==> src/ddr_wbuf_pkg.sv <==
//******************************
// shared types and default sizes
// for the ddr3 write-data buffer
//******************************

package ddr_wbuf_pkg;

    //******************************
    // burst reader states
    //******************************
    typedef enum logic
    {
        ST_IDLE  = 1'b0,  // waiting for data or flush
        ST_BURST = 1'b1   // issuing read strobes
    } burst_state_t;

    //******************************
    // default sizes
    //******************************

    // address width, 16 entries
    localparam int DEF_DEPTH_WIDTH = 4;

    // one word per beat
    localparam int DEF_DATA_WIDTH = 32;

    // beats per full burst
    // must not exceed the fifo depth
    localparam int DEF_BURST_LEN = 4;

endpackage

==> src/fifo_mem_if.sv <==
`timescale 1ns/1ps
//******************************
// strobes and addresses from fifo
// controller to storage array
//******************************

interface fifo_mem_if
    import ddr_wbuf_pkg::*;
#(
    parameter int DEPTH_WIDTH = DEF_DEPTH_WIDTH
)
();

    logic                   we;     // accepted write only
    logic [DEPTH_WIDTH-1:0] waddr;  // current write pointer, low bits
    logic                   re;     // accepted read only
    logic [DEPTH_WIDTH-1:0] raddr;  // current read pointer, low bits

    // controller side
    modport ctrl
    (
        output we, waddr, re, raddr
    );

    // array side
    modport mem
    (
        input we, waddr, re, raddr
    );

endinterface

==> src/wbuf_fifo_ctrl.sv <==
`timescale 1ns/1ps
//******************************
// single clock fifo controller: pointers, full/empty,
// fill levels, almost-full and almost-empty thresholds
//******************************

module wbuf_fifo_ctrl
    import ddr_wbuf_pkg::*;
#(
    parameter int DEPTH_WIDTH      = DEF_DEPTH_WIDTH,
    parameter int ALMOST_FULL_NUM  = (1 << DEF_DEPTH_WIDTH) - 4,
    parameter int ALMOST_EMPTY_NUM = 2
)
(
    input  logic                 rclk,
    input  logic                 rrst,

    input  logic                 wr_en,         // user write strobe
    output logic                 wfull,
    output logic                 almost_full,
    output logic [DEPTH_WIDTH:0] wr_level,      // words stored, write view

    input  logic                 rd_en,         // from burst reader
    output logic                 rempty,
    output logic                 almost_empty,
    output logic [DEPTH_WIDTH:0] rd_level,      // words stored, read view

    fifo_mem_if.ctrl             mem
);

    localparam int PTR_W = DEPTH_WIDTH + 1;

    // thresholds sized to the level width
    localparam logic [DEPTH_WIDTH:0] AF_LVL = PTR_W'(ALMOST_FULL_NUM);
    localparam logic [DEPTH_WIDTH:0] AE_LVL = PTR_W'(ALMOST_EMPTY_NUM);

    //******************************
    // pointers, one extra wrap bit
    //******************************
    logic [DEPTH_WIDTH:0] wptr;       // current write pointer
    logic [DEPTH_WIDTH:0] wptr_nxt;   // write pointer after this edge
    logic [DEPTH_WIDTH:0] rptr;       // current read pointer
    logic [DEPTH_WIDTH:0] rptr_nxt;   // read pointer after this edge
    logic [DEPTH_WIDTH:0] level_nxt;  // fill after this edge
    logic                 full_nxt;
    logic                 empty_nxt;
    logic                 wr_ok;      // write accepted
    logic                 rd_ok;      // read accepted

    // writes dropped while full, reads ignored while empty
    assign wr_ok = wr_en & ~wfull;
    assign rd_ok = rd_en & ~rempty;

    assign wptr_nxt = wptr + PTR_W'(wr_ok);
    assign rptr_nxt = rptr + PTR_W'(rd_ok);

    // modulo difference covers 0 .. 2**DEPTH_WIDTH
    assign level_nxt = wptr_nxt - rptr_nxt;

    // full: wrap bits differ, low bits match
    assign full_nxt = (wptr_nxt[DEPTH_WIDTH] != rptr_nxt[DEPTH_WIDTH]) &&
                      (wptr_nxt[DEPTH_WIDTH-1:0] == rptr_nxt[DEPTH_WIDTH-1:0]);

    // empty: pointers identical
    assign empty_nxt = (wptr_nxt == rptr_nxt);

    //******************************
    // write side registers
    //******************************
    always_ff @(posedge rclk or posedge rrst)
    begin
        if (rrst)
        begin
            wptr     <= '0;
            wfull    <= 1'b0;
            wr_level <= '0;
        end
        else
        begin
            wptr     <= wptr_nxt;
            wfull    <= full_nxt;   // no lag behind the write
            wr_level <= level_nxt;
        end
    end

    //******************************
    // read side registers
    //******************************
    always_ff @(posedge rclk or posedge rrst)
    begin
        if (rrst)
        begin
            rptr     <= '0;
            rempty   <= 1'b1;       // starts empty
            rd_level <= '0;
        end
        else
        begin
            rptr     <= rptr_nxt;
            rempty   <= empty_nxt;
            rd_level <= level_nxt;
        end
    end

    //******************************
    // memory strobes
    //******************************

    // addresses from current pointers, strobes only when accepted
    assign mem.we    = wr_ok;
    assign mem.waddr = wptr[DEPTH_WIDTH-1:0];
    assign mem.re    = rd_ok;
    assign mem.raddr = rptr[DEPTH_WIDTH-1:0];

    // threshold flags, straight off the level registers
    assign almost_full  = (wr_level >= AF_LVL);
    assign almost_empty = (rd_level <= AE_LVL);  // high out of reset

endmodule

==> src/wbuf_ram.sv <==
`timescale 1ns/1ps
//******************************
// simple dual-port storage array
// with registered read data
//******************************

module wbuf_ram
    import ddr_wbuf_pkg::*;
#(
    parameter int DEPTH_WIDTH = DEF_DEPTH_WIDTH,
    parameter int DATA_WIDTH  = DEF_DATA_WIDTH
)
(
    input  logic                  rclk,
    input  logic [DATA_WIDTH-1:0] wdata,   // straight from user port
    output logic [DATA_WIDTH-1:0] rdata,   // toward ddr3 write data
    fifo_mem_if.mem               mem
);

    localparam int DEPTH = 1 << DEPTH_WIDTH;

    // storage, contents undefined until written
    logic [DATA_WIDTH-1:0] ram_q [0:DEPTH-1];

    // write port
    always_ff @(posedge rclk)
    begin
        if (mem.we)
            ram_q[mem.waddr] <= wdata;
    end

    // read port, one cycle latency
    // word held between reads
    always_ff @(posedge rclk)
    begin
        if (mem.re)
            rdata <= ram_q[mem.raddr];
    end

endmodule

==> src/burst_reader.sv <==
`timescale 1ns/1ps
//******************************
// burst reader fsm, read strobes
// and first/last beat markers
//******************************

module burst_reader
    import ddr_wbuf_pkg::*;
#(
    parameter int DEPTH_WIDTH = DEF_DEPTH_WIDTH,
    parameter int BURST_LEN   = DEF_BURST_LEN
)
(
    input  logic                 rclk,
    input  logic                 rrst,
    input  logic                 ddr_ready,   // controller takes a whole burst
    input  logic                 flush,       // drain a partial burst
    input  logic                 rempty,
    input  logic [DEPTH_WIDTH:0] rd_level,
    output logic                 rd_en,
    output logic                 ddr_wvalid,
    output logic                 ddr_wfirst,
    output logic                 ddr_wlast
);

    localparam int CNT_W = DEPTH_WIDTH + 1;
    localparam logic [DEPTH_WIDTH:0] BL_LVL = CNT_W'(BURST_LEN);

    burst_state_t         state;
    burst_state_t         state_nxt;
    logic [DEPTH_WIDTH:0] beat_cnt;     // beats issued in this burst
    logic [DEPTH_WIDTH:0] burst_len;    // latched at start
    logic [DEPTH_WIDTH:0] start_len;
    logic                 start;
    logic                 first_beat;
    logic                 last_beat;

    // full burst on threshold, partial one on flush
    assign start     = ddr_ready & ((rd_level >= BL_LVL) | (flush & ~rempty));
    assign start_len = (rd_level >= BL_LVL) ? BL_LVL : rd_level;  // min of the two

    assign first_beat = (beat_cnt == '0);
    assign last_beat  = (beat_cnt == burst_len - CNT_W'(1));

    //******************************
    // state machine
    //******************************
    always_comb
    begin
        state_nxt = state;
        case (state)
            ST_IDLE:
            begin
                if (start)
                    state_nxt = ST_BURST;
            end
            ST_BURST:
            begin
                if (last_beat)
                    state_nxt = ST_IDLE;  // burst always runs to the end
            end
            default:
            begin
                state_nxt = ST_IDLE;
            end
        endcase
    end

    always_ff @(posedge rclk or posedge rrst)
    begin
        if (rrst)
        begin
            state     <= ST_IDLE;
            beat_cnt  <= '0;
            burst_len <= '0;
        end
        else
        begin
            state <= state_nxt;
            if (state == ST_IDLE)
            begin
                beat_cnt <= '0;
                if (start)
                    burst_len <= start_len;
            end
            else
                beat_cnt <= beat_cnt + CNT_W'(1);
        end
    end

    // one read per burst cycle
    assign rd_en = (state == ST_BURST);

    //******************************
    // delay line, lines up with rdata
    //******************************
    always_ff @(posedge rclk or posedge rrst)
    begin
        if (rrst)
        begin
            ddr_wvalid <= 1'b0;
            ddr_wfirst <= 1'b0;
            ddr_wlast  <= 1'b0;
        end
        else
        begin
            ddr_wvalid <= rd_en;
            ddr_wfirst <= rd_en & first_beat;
            ddr_wlast  <= rd_en & last_beat;
        end
    end

endmodule

==> src/ddr_wbuf_top.sv <==
`timescale 1ns/1ps
//******************************
// ddr3 write-data buffer top:
// fifo controller, storage array, burst reader
//******************************

module ddr_wbuf_top
    import ddr_wbuf_pkg::*;
#(
    parameter int DEPTH_WIDTH      = DEF_DEPTH_WIDTH,
    parameter int DATA_WIDTH       = DEF_DATA_WIDTH,
    parameter int BURST_LEN        = DEF_BURST_LEN,
    parameter int ALMOST_FULL_NUM  = 12,
    parameter int ALMOST_EMPTY_NUM = 2
)
(
    input  logic                  rclk,
    input  logic                  rrst,

    // user write port
    input  logic                  wr_en,
    input  logic [DATA_WIDTH-1:0] wr_data,
    output logic                  wfull,
    output logic                  almost_full,
    output logic [DEPTH_WIDTH:0]  wr_level,

    // ddr3 controller side
    input  logic                  ddr_ready,
    input  logic                  flush,
    output logic                  rempty,
    output logic                  almost_empty,
    output logic                  ddr_wvalid,
    output logic [DATA_WIDTH-1:0] ddr_wdata,
    output logic                  ddr_wfirst,
    output logic                  ddr_wlast
);

    logic                 rd_en;     // reader to controller
    logic [DEPTH_WIDTH:0] rd_level;  // controller to reader

    // strobes and addresses, controller to array
    fifo_mem_if #(.DEPTH_WIDTH(DEPTH_WIDTH)) u_mem_if ();

    wbuf_fifo_ctrl #(
        .DEPTH_WIDTH      (DEPTH_WIDTH),
        .ALMOST_FULL_NUM  (ALMOST_FULL_NUM),
        .ALMOST_EMPTY_NUM (ALMOST_EMPTY_NUM)
    ) u_ctrl (
        .rclk         (rclk),
        .rrst         (rrst),
        .wr_en        (wr_en),
        .wfull        (wfull),
        .almost_full  (almost_full),
        .wr_level     (wr_level),
        .rd_en        (rd_en),
        .rempty       (rempty),
        .almost_empty (almost_empty),
        .rd_level     (rd_level),
        .mem          (u_mem_if.ctrl)
    );

    wbuf_ram #(
        .DEPTH_WIDTH (DEPTH_WIDTH),
        .DATA_WIDTH  (DATA_WIDTH)
    ) u_ram (
        .rclk  (rclk),
        .wdata (wr_data),
        .rdata (ddr_wdata),   // valid with ddr_wvalid
        .mem   (u_mem_if.mem)
    );

    burst_reader #(
        .DEPTH_WIDTH (DEPTH_WIDTH),
        .BURST_LEN   (BURST_LEN)
    ) u_rdr (
        .rclk       (rclk),
        .rrst       (rrst),
        .ddr_ready  (ddr_ready),
        .flush      (flush),
        .rempty     (rempty),
        .rd_level   (rd_level),
        .rd_en      (rd_en),
        .ddr_wvalid (ddr_wvalid),
        .ddr_wfirst (ddr_wfirst),
        .ddr_wlast  (ddr_wlast)
    );

endmodule

==> config.mk <==
export PLATFORM = sky130hd
export DESIGN_NAME = ddr_wbuf_top
export DESIGN_NICKNAME = d
export VERILOG_FILES = /design/src/ddr_wbuf_pkg.sv /design/src/fifo_mem_if.sv /design/src/wbuf_fifo_ctrl.sv /design/src/wbuf_ram.sv /design/src/burst_reader.sv /design/src/ddr_wbuf_top.sv
export SDC_FILE = /design/constraint.sdc
export NUM_CORES = 1
export LEC_CHECK = 0
export BUFFER_PORTS_ARGS = -buffer_cell sky130_fd_sc_hd__buf_2
export CAP_MARGIN = 20
export CORE_MARGIN = 1.5
export CORE_UTILIZATION = 45
export CTS_BUF_LIST = sky130_fd_sc_hd__clkbuf_8
export DETAILED_ROUTE_END_ITERATION = 8
export PLACE_DENSITY = 0.69
export SLEW_MARGIN = 40
export SYNTH_ARGS = -nofsm -noshare
export SYNTH_HDL_FRONTEND = slang
export SYNTH_SLANG_ARGS = --single-unit
==> constraint.sdc <==
create_clock -name rclk -period 5.1 [get_ports rclk]
set_input_delay 0.51 -clock rclk [delete_from_list [all_inputs] [get_ports rclk]]
set_output_delay 0.51 -clock rclk [all_outputs]
set_load 0.005 [all_outputs]
Yosys cells after proc, flatten, opt, wreduce, memory -nomap -nowiden
Memories as Yosys holds them, arrays and structs flattened. A register that Yosys moved wholly into a read port is not among the register bits.
Cells that the tools add are included.
{"block": "totals", "reg_bits": 31, "mem_bits_rw": 512, "input_bits": 37, "output_inout_bits": 44, "memories": 1}
{"block": "classes", "n_addsub": 5, "magnitude_cmp": 3, "eq_ne": 4, "muxes": 7, "bitwise": 10, "reduce_logical": 3}
{"name": "u_ram.ram_q", "depth": 16, "width": 32, "read_ports": 1, "rd_clocked_by_memory_dff": 1, "wr": 1, "line_no": "wbuf_ram.sv:23", "source": "logic [DATA_WIDTH-1:0] ram_q [0:DEPTH-1];"}
{"cell": "$add A5 B1 Y5", "count": 2}
{"cell": "$eq A5 B5 Y1", "count": 2}
{"cell": "$mux W5", "count": 2}
{"cell": "$and A1 B1 Y1", "count": 6}
{"cell": "$add A5 B1 Y5 const B", "count": 1}
{"cell": "$ge A5 B3 Y1 const B", "count": 1}
{"cell": "$ge A5 B4 Y1 const B", "count": 1}
{"cell": "$le A5 B2 Y1 const B", "count": 1}
{"cell": "$logic_not A5 Y1", "count": 1}
{"cell": "$sub A5 B1 Y5 const B", "count": 1}
{"cell": "$sub A5 B5 Y5", "count": 1}
{"cell": "$eq A4 B4 Y1", "count": 1}
{"cell": "$mux W1", "count": 4}
{"cell": "$not A1 Y1", "count": 3}
{"cell": "$pmux W1 S2", "count": 1}
{"cell": "$reduce_and A2 Y1", "count": 1}
{"cell": "$logic_and A1 B1 Y1", "count": 1}
{"cell": "$ne A1 B1 Y1", "count": 1}
{"cell": "$or A1 B1 Y1", "count": 1}

Logic depth before layout (Yosys ltp)
Gate-level depths: netlist of the first run.
{"block": "depth", "depth_word": 6, "depth_mapped": 12, "mapped_depth_nobuf": 10}

Hierarchy
A second synthesis of the first run with hierarchy kept.
{"block": "hier_totals", "hier_cells": 984, "area_unflattened_um2": 21827.2}
{"module": "wbuf_ram", "instances": 1, "cells_per_inst": 838, "area_each_um2": 20174.3}
{"module": "wbuf_fifo_ctrl", "instances": 1, "cells_per_inst": 87, "area_each_um2": 965.9}
{"module": "burst_reader", "instances": 1, "cells_per_inst": 59, "area_each_um2": 686.9}

Worst setup path after synthesis of the first run
No wires, ideal clock.
{"block": "synth_timing", "path_kind": "input to register", "startpoint": "input port wr_en", "endpoint": "memory u_ram.ram_q[0][0] (netlist name), enable pin", "setup_time_ns": 0.461, "t_arrival_ns": 3.170, "t_required_ns": 4.639, "setup_slack_ns": 1.469, "stages": 3, "path_cell_list": "nand2b_1 > or3_1 > nor3_1"}
{"block": "synth_via", "elab_chain_cells": 3}
{"element": "start, declared", "line_no": "ddr_wbuf_top.sv:21", "source": "input logic wr_en,"}
{"element": "$and A1 B1 Y1", "line_no": "wbuf_fifo_ctrl.sv:51", "source": "assign wr_ok = wr_en & ~wfull;"}
{"element": "$mux W1", "line_no": "wbuf_ram.sv:28", "source": "if (mem.we)"}
{"element": "$mux W1 (implied by the code)", "line_no": "wbuf_ram.sv:29", "source": "ram_q[mem.waddr] <= wdata;"}
{"element": "end, declared", "line_no": "wbuf_ram.sv:23"}
Every way passes these cells.

Worst setup path after layout of the first run
{"block": "layout_timing", "startpoint": "register u_rdr.state (netlist: u_rdr.rd_en)", "endpoint": "register u_ctrl.wr_level[4]"}
{"block": "layout_via", "elab_chain_cells": 3}
{"element": "start, declared", "line_no": "burst_reader.sv:29", "source": "burst_state_t state;"}
{"element": "start signal, assigned", "line_no": "burst_reader.sv:79", "source": "state <= state_nxt;"}
{"element": "$and A1 B1 Y1", "line_no": "wbuf_fifo_ctrl.sv:52", "source": "assign rd_ok = rd_en & ~rempty;"}
{"element": "net u_ctrl.mem.re", "line_no": "fifo_mem_if.sv:22", "source": "output we, waddr, re, raddr"}
{"element": "$add A5 B1 Y5", "line_no": "wbuf_fifo_ctrl.sv:55", "source": "assign rptr_nxt = rptr + PTR_W'(rd_ok);"}
{"element": "net u_ctrl.rptr_nxt[0]", "line_no": "wbuf_fifo_ctrl.sv:43", "source": "logic [DEPTH_WIDTH:0] rptr_nxt;"}
{"element": "$sub A5 B5 Y5", "line_no": "wbuf_fifo_ctrl.sv:58", "source": "assign level_nxt = wptr_nxt - rptr_nxt;"}
{"element": "net u_ctrl.level_nxt[4]", "line_no": "wbuf_fifo_ctrl.sv:44", "source": "logic [DEPTH_WIDTH:0] level_nxt;"}
{"element": "end signal, assigned", "line_no": "wbuf_fifo_ctrl.sv:82", "source": "wr_level <= level_nxt;"}
{"element": "end, declared", "line_no": "wbuf_fifo_ctrl.sv:21", "source": "output logic [DEPTH_WIDTH:0] wr_level,"}
The timed path passes the listed nets, and every way through them passes these cells.
A chain may end at the register's enable or synchronous reset.

==> impl_metrics.toml, run 1 <==
[synth]
synth-edff-count = 544
seq_area_frac_synth = 0.766
synth_nets = 1216
syn_area_um2 = 22300
avgSynthCellArea_um2 = 19.0
synth_cells = 1173
yosysUniqueCellTypes = 58
ys.flop_type = "edfxtp_1"
yosysWarnings = 0
synth-seq-cells = 575
ys_async_sr_fraction = 0.0539

[clock_tree]
worstSkewPairLatency_ps = 660
cts_tree = "done"
cts_root_buf = "clkbuf_8"
cts.htree.levels = 3
clk_pin_slew_worst_paths_ps = 60
hold_buffers = 1
cts_buffers = 92
ctsResizeCount = 0
postCtsSetupBuffers = 0
cts.sinks = 575
ctsLongestPathBuffers = 3

[die]
die_h_um = 226
fp.dieW_um = 226
core_um2 = 49000
start_util = 0.456
row_count = 81
die_area_um2 = 51000
io_pins = 81

[final_layout]
final_area_um2 = 25400
nFillCells = 3848
finish.net_count = 1362
utilization = 0.520
area_growth_pct = 13.9
layout-drive-gt1-share = 0.255

[setup_path]
crit_start = "u_rdr.rd_en$_DFF_PP0_"
crit_buf_inv = 3
critPathCaptureType = "flop"
r2r_setup_slack_ps = 2070
setup.worst_path.class = "reg2reg"
worstPathArrival_ps = 3570
reg2reg_from = "u_rdr.rd_en$_DFF_PP0_"
worstPathCellList = "inv_1, nor2_4, buf_4, xor2_1, ha_1, inv_1, ha_1, nor3b_1, a22oi_2, a41oi_1, o32ai_1"
cpPeakStageDelay_ps = 530
critical_path_required_ps = 5640
crit_family = "buffers and inverters"
cp-start-kind = "flop"
crit_path_max_fanout = 33
critPathSlowestCell = "buf_4"

[place]
routabilityCongestion = 0.734
io_buffers = 80
place_area_um2 = 23700
dp_hpwl_um = 25400

[timing]
slew_headroom = 0.483
tightest_slew_ps = 775
post-route-period-util = 0.593
clock-skew-final_ps = 19.6
slew_violations = 0
hold_viol = 0
period_minus_slack_ps = 3030
max_freq_mhz = 330
finalSetupViolCount = 0
setup_tns_ps = 0
rsz0062_at_grt = "false"

[route]
drt_iter0_drc = 1150
route.detailed.drc = 0
ant_nets = 0
wl_per_cell_um = 22.8
num_vias = 11457
drt-vias-per-instance = 5.59
firstDrtPassIters = 5
routed_wl_um = 46900

[pwr]
ir_drop_mv = 0.314
total_power_mw = 14.5
power_density_nw_per_um2 = 572
p_leak_nw = 8.69

[global_routing]
grt_max_degree = 61
grt_pass1_vias = 11778
grt_pass1_wl_um = 70600
gr-total-overflow = 0
track_usage = 0.188
antenna_found_initial = 4

[hold_path]
hp-start = "ddr_ready"
worstHoldPathType = "in2reg"

[outcome]
status = "finished, final reports clean"

[run]
maxCapViolCount = 0
## Yosys cell counts, types with 2 or more instances
master	number	area [um2]
a21o_1	2	15.0
a21oi_1	37	185
a221oi_1	32	280
a22oi_1	32	240
a31oi_1	2	12.5
and2_1	3	18.8
and3b_1	2	17.5
buf_2	9	45.0
buf_4	15	113
buf_6	5	56.3
clkbuf_1	31	116
dfrtp_1	30	751
edfxtp_1	544	16300
ha_1	6	75.1
inv_1	13	48.8
mux2_2	32	360
mux2i_1	97	971
mux4_2	64	1440
nand2_1	38	143
nand2b_1	3	18.8
nand3_1	8	40.0
nand4_1	2	12.5
nor2_1	23	86.3
nor2b_1	8	50.1
nor3_1	8	40.0
o211ai_1	2	15.0
o21ai_0	73	365
or3_1	4	25.0
xnor2_1	10	87.6
xor2_1	10	87.6
## registers in the layout, summed over array words and instances, names as in the netlist
| register | flops |
|---|---|
| u_ram.rdata | 32 |
| u_rdr.ddr_wvalid | 1 |
| u_ctrl.wr_level | 5 |
| u_rdr.rd_en | 1 |
| u_ctrl.rempty | 1 |
| u_rdr.beat_cnt | 5 |
| u_ram.ram_q | 512 |
| u_ctrl.rptr | 5 |
| u_rdr.ddr_wfirst | 1 |
| u_ctrl.wptr | 5 |
| u_rdr.burst_len | 5 |
| u_rdr.ddr_wlast | 1 |
| u_ctrl.wfull | 1 |
## power by group
part | internal, mW | leakage [nW] | switching (mW) | total [mW]
Sequential | 6.00 | 5.32 | 0.512 | 6.51
Combinational | 1.85 | 2.41 | 2.47 | 4.32
Clock | 1.97 | 0.953 | 1.74 | 3.71
Total | 9.82 | 8.69 | 4.72 | 14.5
## final timing paths
| kind | to | cells after the start |
|---|---|---|
| hold reg to reg | u_ctrl.rptr[4]$_DFF_PP0_ | 1 |
| setup / recovery | u_ctrl.wr_level[4]$_DFF_PP0_ | 11 |
| min in group asynchronous | u_ctrl.wptr[4]$_DFF_PP0_ | 4 |
| max in group asynchronous | u_ctrl.rptr[2]$_DFF_PP0_ | 4 |
| hold / removal | u_rdr.rd_en$_DFF_PP0_ | 3 |
| setup reg to reg | u_ctrl.wr_level[4]$_DFF_PP0_ | 11 |
## metrics by stage
step           instances  hold slack (ps)  setup WS, ps
6_report            2051              203          2070
3_3_place_gp        1885              459          2080
3_5_place_dp        1887              466          2090
4_1_cts             2049              164          2060
2_1_floorplan       1173              443          1470
5_1_grt             2050              183          1910
## cell families after synthesis
group / count (synthesis) / share of synthesized area
AOI/OAI and AO/OA: 190 / 0.0537
xor gates and xnor gates: 22 / 0.0101
adders and majority gates: 6 / 0.00336
buffers and inverters: 74 / 0.0171
DFF: 575 / 0.766
muxes: 193 / 0.124
and+or+nand+nor: 113 / 0.0252
## area by class of cell
cell class,count,area (um2),share of cell area
antenna,1,2.50,0.0000984
clock buffer,94,1290,0.0509
clock inverter,67,427,0.0168
inverter,13,48.8,0.00192
multi-input combinational,524,4980,0.196
sequential,575,17100,0.673
tap,664,831,0.0327
timing repair buffer,113,728,0.0286
## cells in the final DEF (no fill, tap or decap), drive strengths merged, types with 2 or more instances in the layout
master,netlist,routed
dfrtp,30,30
a22oi,33,33
or3,4,4
ha,6,6
bufinv,0,5
nand2,39,39
nand2b,3,3
clkinv,0,39
buf,30,112
o211ai,2,2
a221oi,32,32
nor2,24,24
nand4,2,2
nand3b,2,2
clkinvlp,0,2
a31oi,2,2
nand3,8,8
inv,13,34
mux2i,97,97
and3b,2,2
clkbuf,31,94
mux4,64,64
nor3,8,8
xor2,10,10
a21o,2,2
edfxtp,544,544
nor2b,8,8
and2,4,4
mux2,32,32
o21ai,75,75
a21oi,37,37
xnor2,11,11
## worst register-to-register path: stages, from the launching register on
cell and delay (ps):
dfrtp_1 460, inv_1 200, nor2_4 100, buf_4 530, xor2_1 210, ha_1 300
inv_1 90, ha_1 250, nor3b_1 90, a22oi_2 260, a41oi_1 160, o32ai_1 270
## routing by layer
layer / GRT usage / wire length, um / share of wire / vias up
met4: 0.0630 / 991 / 0.021 / 4
met3: 0.0371 / 2380 / 0.051 / 82
met2: 0.311 / 23200 / 0.49 / 357
met1: 0.250 / 20300 / 0.43 / 5968
met5: 0 / 23 / 0.00049 / -
li1: - / - / - / 5046
Power figures use the tool's default switching activity.
==> run 2: changes to the inputs <==
==> constraint.sdc (replaced) <==
create_clock -name rclk -period 3.1 [get_ports rclk]
set_input_delay 0.31 -clock rclk [delete_from_list [all_inputs] [get_ports rclk]]
set_output_delay 0.31 -clock rclk [all_outputs]
set_load 0.005 [all_outputs]
==> impl_metrics.toml, run 2 (synthesis gave the netlist of run 1 again) <==
[place]
dp.cells = 1891
io_buffers = 80
dp_slack_ps = 541
routabilityCongestion = 0.763
dp_hpwl_um = 24700
place_area_um2 = 23800

[route]
firstDrtPassIters = 5
drt-vias-per-instance = 5.57
ant_nets = 0
route.detailed.drc = 0
routed_wl_um = 48600
drt_iter0_drc = 1067
num_vias = 11620
wl_per_cell_um = 23.3

[final_layout]
regMostFlops = "u_ram.ram_q"
final_area_um2 = 25800
layout-drive-gt1-share = 0.249
largest_reg_flops = 512
final_common_cell = "edfxtp_1"
top_regs = "u_ram.ram_q: 512 flops, u_ram.rdata: 32 flops"
final_cell_mix = "edfxtp_1 (544), clkbuf_8 (101), mux2i_1 (97)"
area_growth_pct = 15.6
finish.net_count = 1399
utilization = 0.527
final_cells = 2087

[die]
row_count = 81
die_area_um2 = 51000
io_pins = 81
start_util = 0.456
die_h_um = 226
core_um2 = 49000
fp.dieW_um = 226

[setup_path]
critPathCaptureType = "flop"
setup.worst_path.class = "reg2reg"
worstPathArrival_ps = 3160
r2r_setup_slack_ps = 500
crit_path_max_fanout = 13
cp-start-kind = "flop"
critical_path_required_ps = 3660

[timing]
setup_tns_ps = 0
finalSetupViolCount = 0
slew_headroom = 0.534
clock-skew-final_ps = 19.4
max_freq_mhz = 384
slew_violations = 0
rsz0062_at_grt = "false"
tightest_slew_ps = 700
hold_viol = 0
post-route-period-util = 0.839
holdWs_ps = 54.2
period_minus_slack_ps = 2600
worst_slack_ps = 498

[pwr]
netSwitchingFraction = 0.329
p_comb_frac = 0.312
power_density_nw_per_um2 = 931
share_seq_of_total_power = 0.438
p_clk_frac = 0.251
ir_drop_mv = 0.747
switching_power_mw = 7.90
p_leak_nw = 8.86
total_power_mw = 24.0
intPower_mw = 16.1

[global_routing]
grt_max_degree = 85
grt_pass1_vias = 11672
track_usage = 0.195
grt_pass1_wl_um = 72600
antenna_found_initial = 2
gr-total-overflow = 0

[clock_tree]
ctsLongestPathBuffers = 3
postCtsSetupBuffers = 0
cts.htree.levels = 3
cts.sinks = 575
cts_root_buf = "clkbuf_8"
worstSkewPairLatency_ps = 660
cts_buffers = 94
clk_pin_slew_worst_paths_ps = 60
cts_tree = "done"

[outcome]
status = "finished, final reports clean"

[run]
maxCapViolCount = 0

[hold_path]
worstHoldPathType = "in2reg"
run 2: path summary, 6_finish.rpt:
check | startpoint | end | cells after the start
min in group asynchronous | rrst | u_rdr.beat_cnt[4]$_DFF_PP0_ | 3
min reg2reg | u_ctrl.rptr[4]$_DFF_PP0_ | u_ctrl.rptr[4]$_DFF_PP0_ | 1
max reg2reg | u_ctrl.wptr[0]$_DFF_PP0_ | u_ctrl.wr_level[4]$_DFF_PP0_ | 8
min | wr_data[4] | u_ram.ram_q[7][4]$_DFFE_PP_ | 1
max | u_ctrl.wptr[0]$_DFF_PP0_ | u_ctrl.wr_level[4]$_DFF_PP0_ | 8
max in group asynchronous | rrst | u_ctrl.rempty$_DFF_PP1_ | 4
run 2: metal layers:
metal	track usage	up-vias	wire [um]
li1	-	5119	-
met1	0.278	6011	21400
met2	0.302	409	23100
met3	0.0418	81	3120
met4	0.0606	0	996
met5	0	-	0
run 2: area by class of cell:
class | count | area, um2
inverters | 13 | 48.8
fillers | 3786 | 23100
multi-input cells | 524 | 4990
diodes | 2 | 5.00
well taps | 664 | 831
clock inverters | 60 | 304
repair buffers | 148 | 1120
clock buffers | 101 | 1390
flip-flops and latches | 575 | 17100
run 2: critical path, cell delays in order, from the launching register on:
cell and delay (ps):
dfrtp_1 570, and2_1 240, ha_1 530, xnor2_1 180, ha_1 290, nor3b_1 90
a22oi_2 240, a31oi_1 120, o32ai_1 260
run 2: power by group through the flow:
stage	clock network (mW)	registers [mW]	logic, mW
floorplan	0	10.3	5.35
global placement	0	10.6	7.35
detailed placement	0	10.7	7.48
CTS	6.17	10.5	7.56
global route	6.52	10.6	8.15
finish	6.03	10.5	7.49
run 2: timing repair:
item,CTS,global route
endpoints found under the hold margin,448,0
gates resized for setup,0,0
hold buffers,33,0
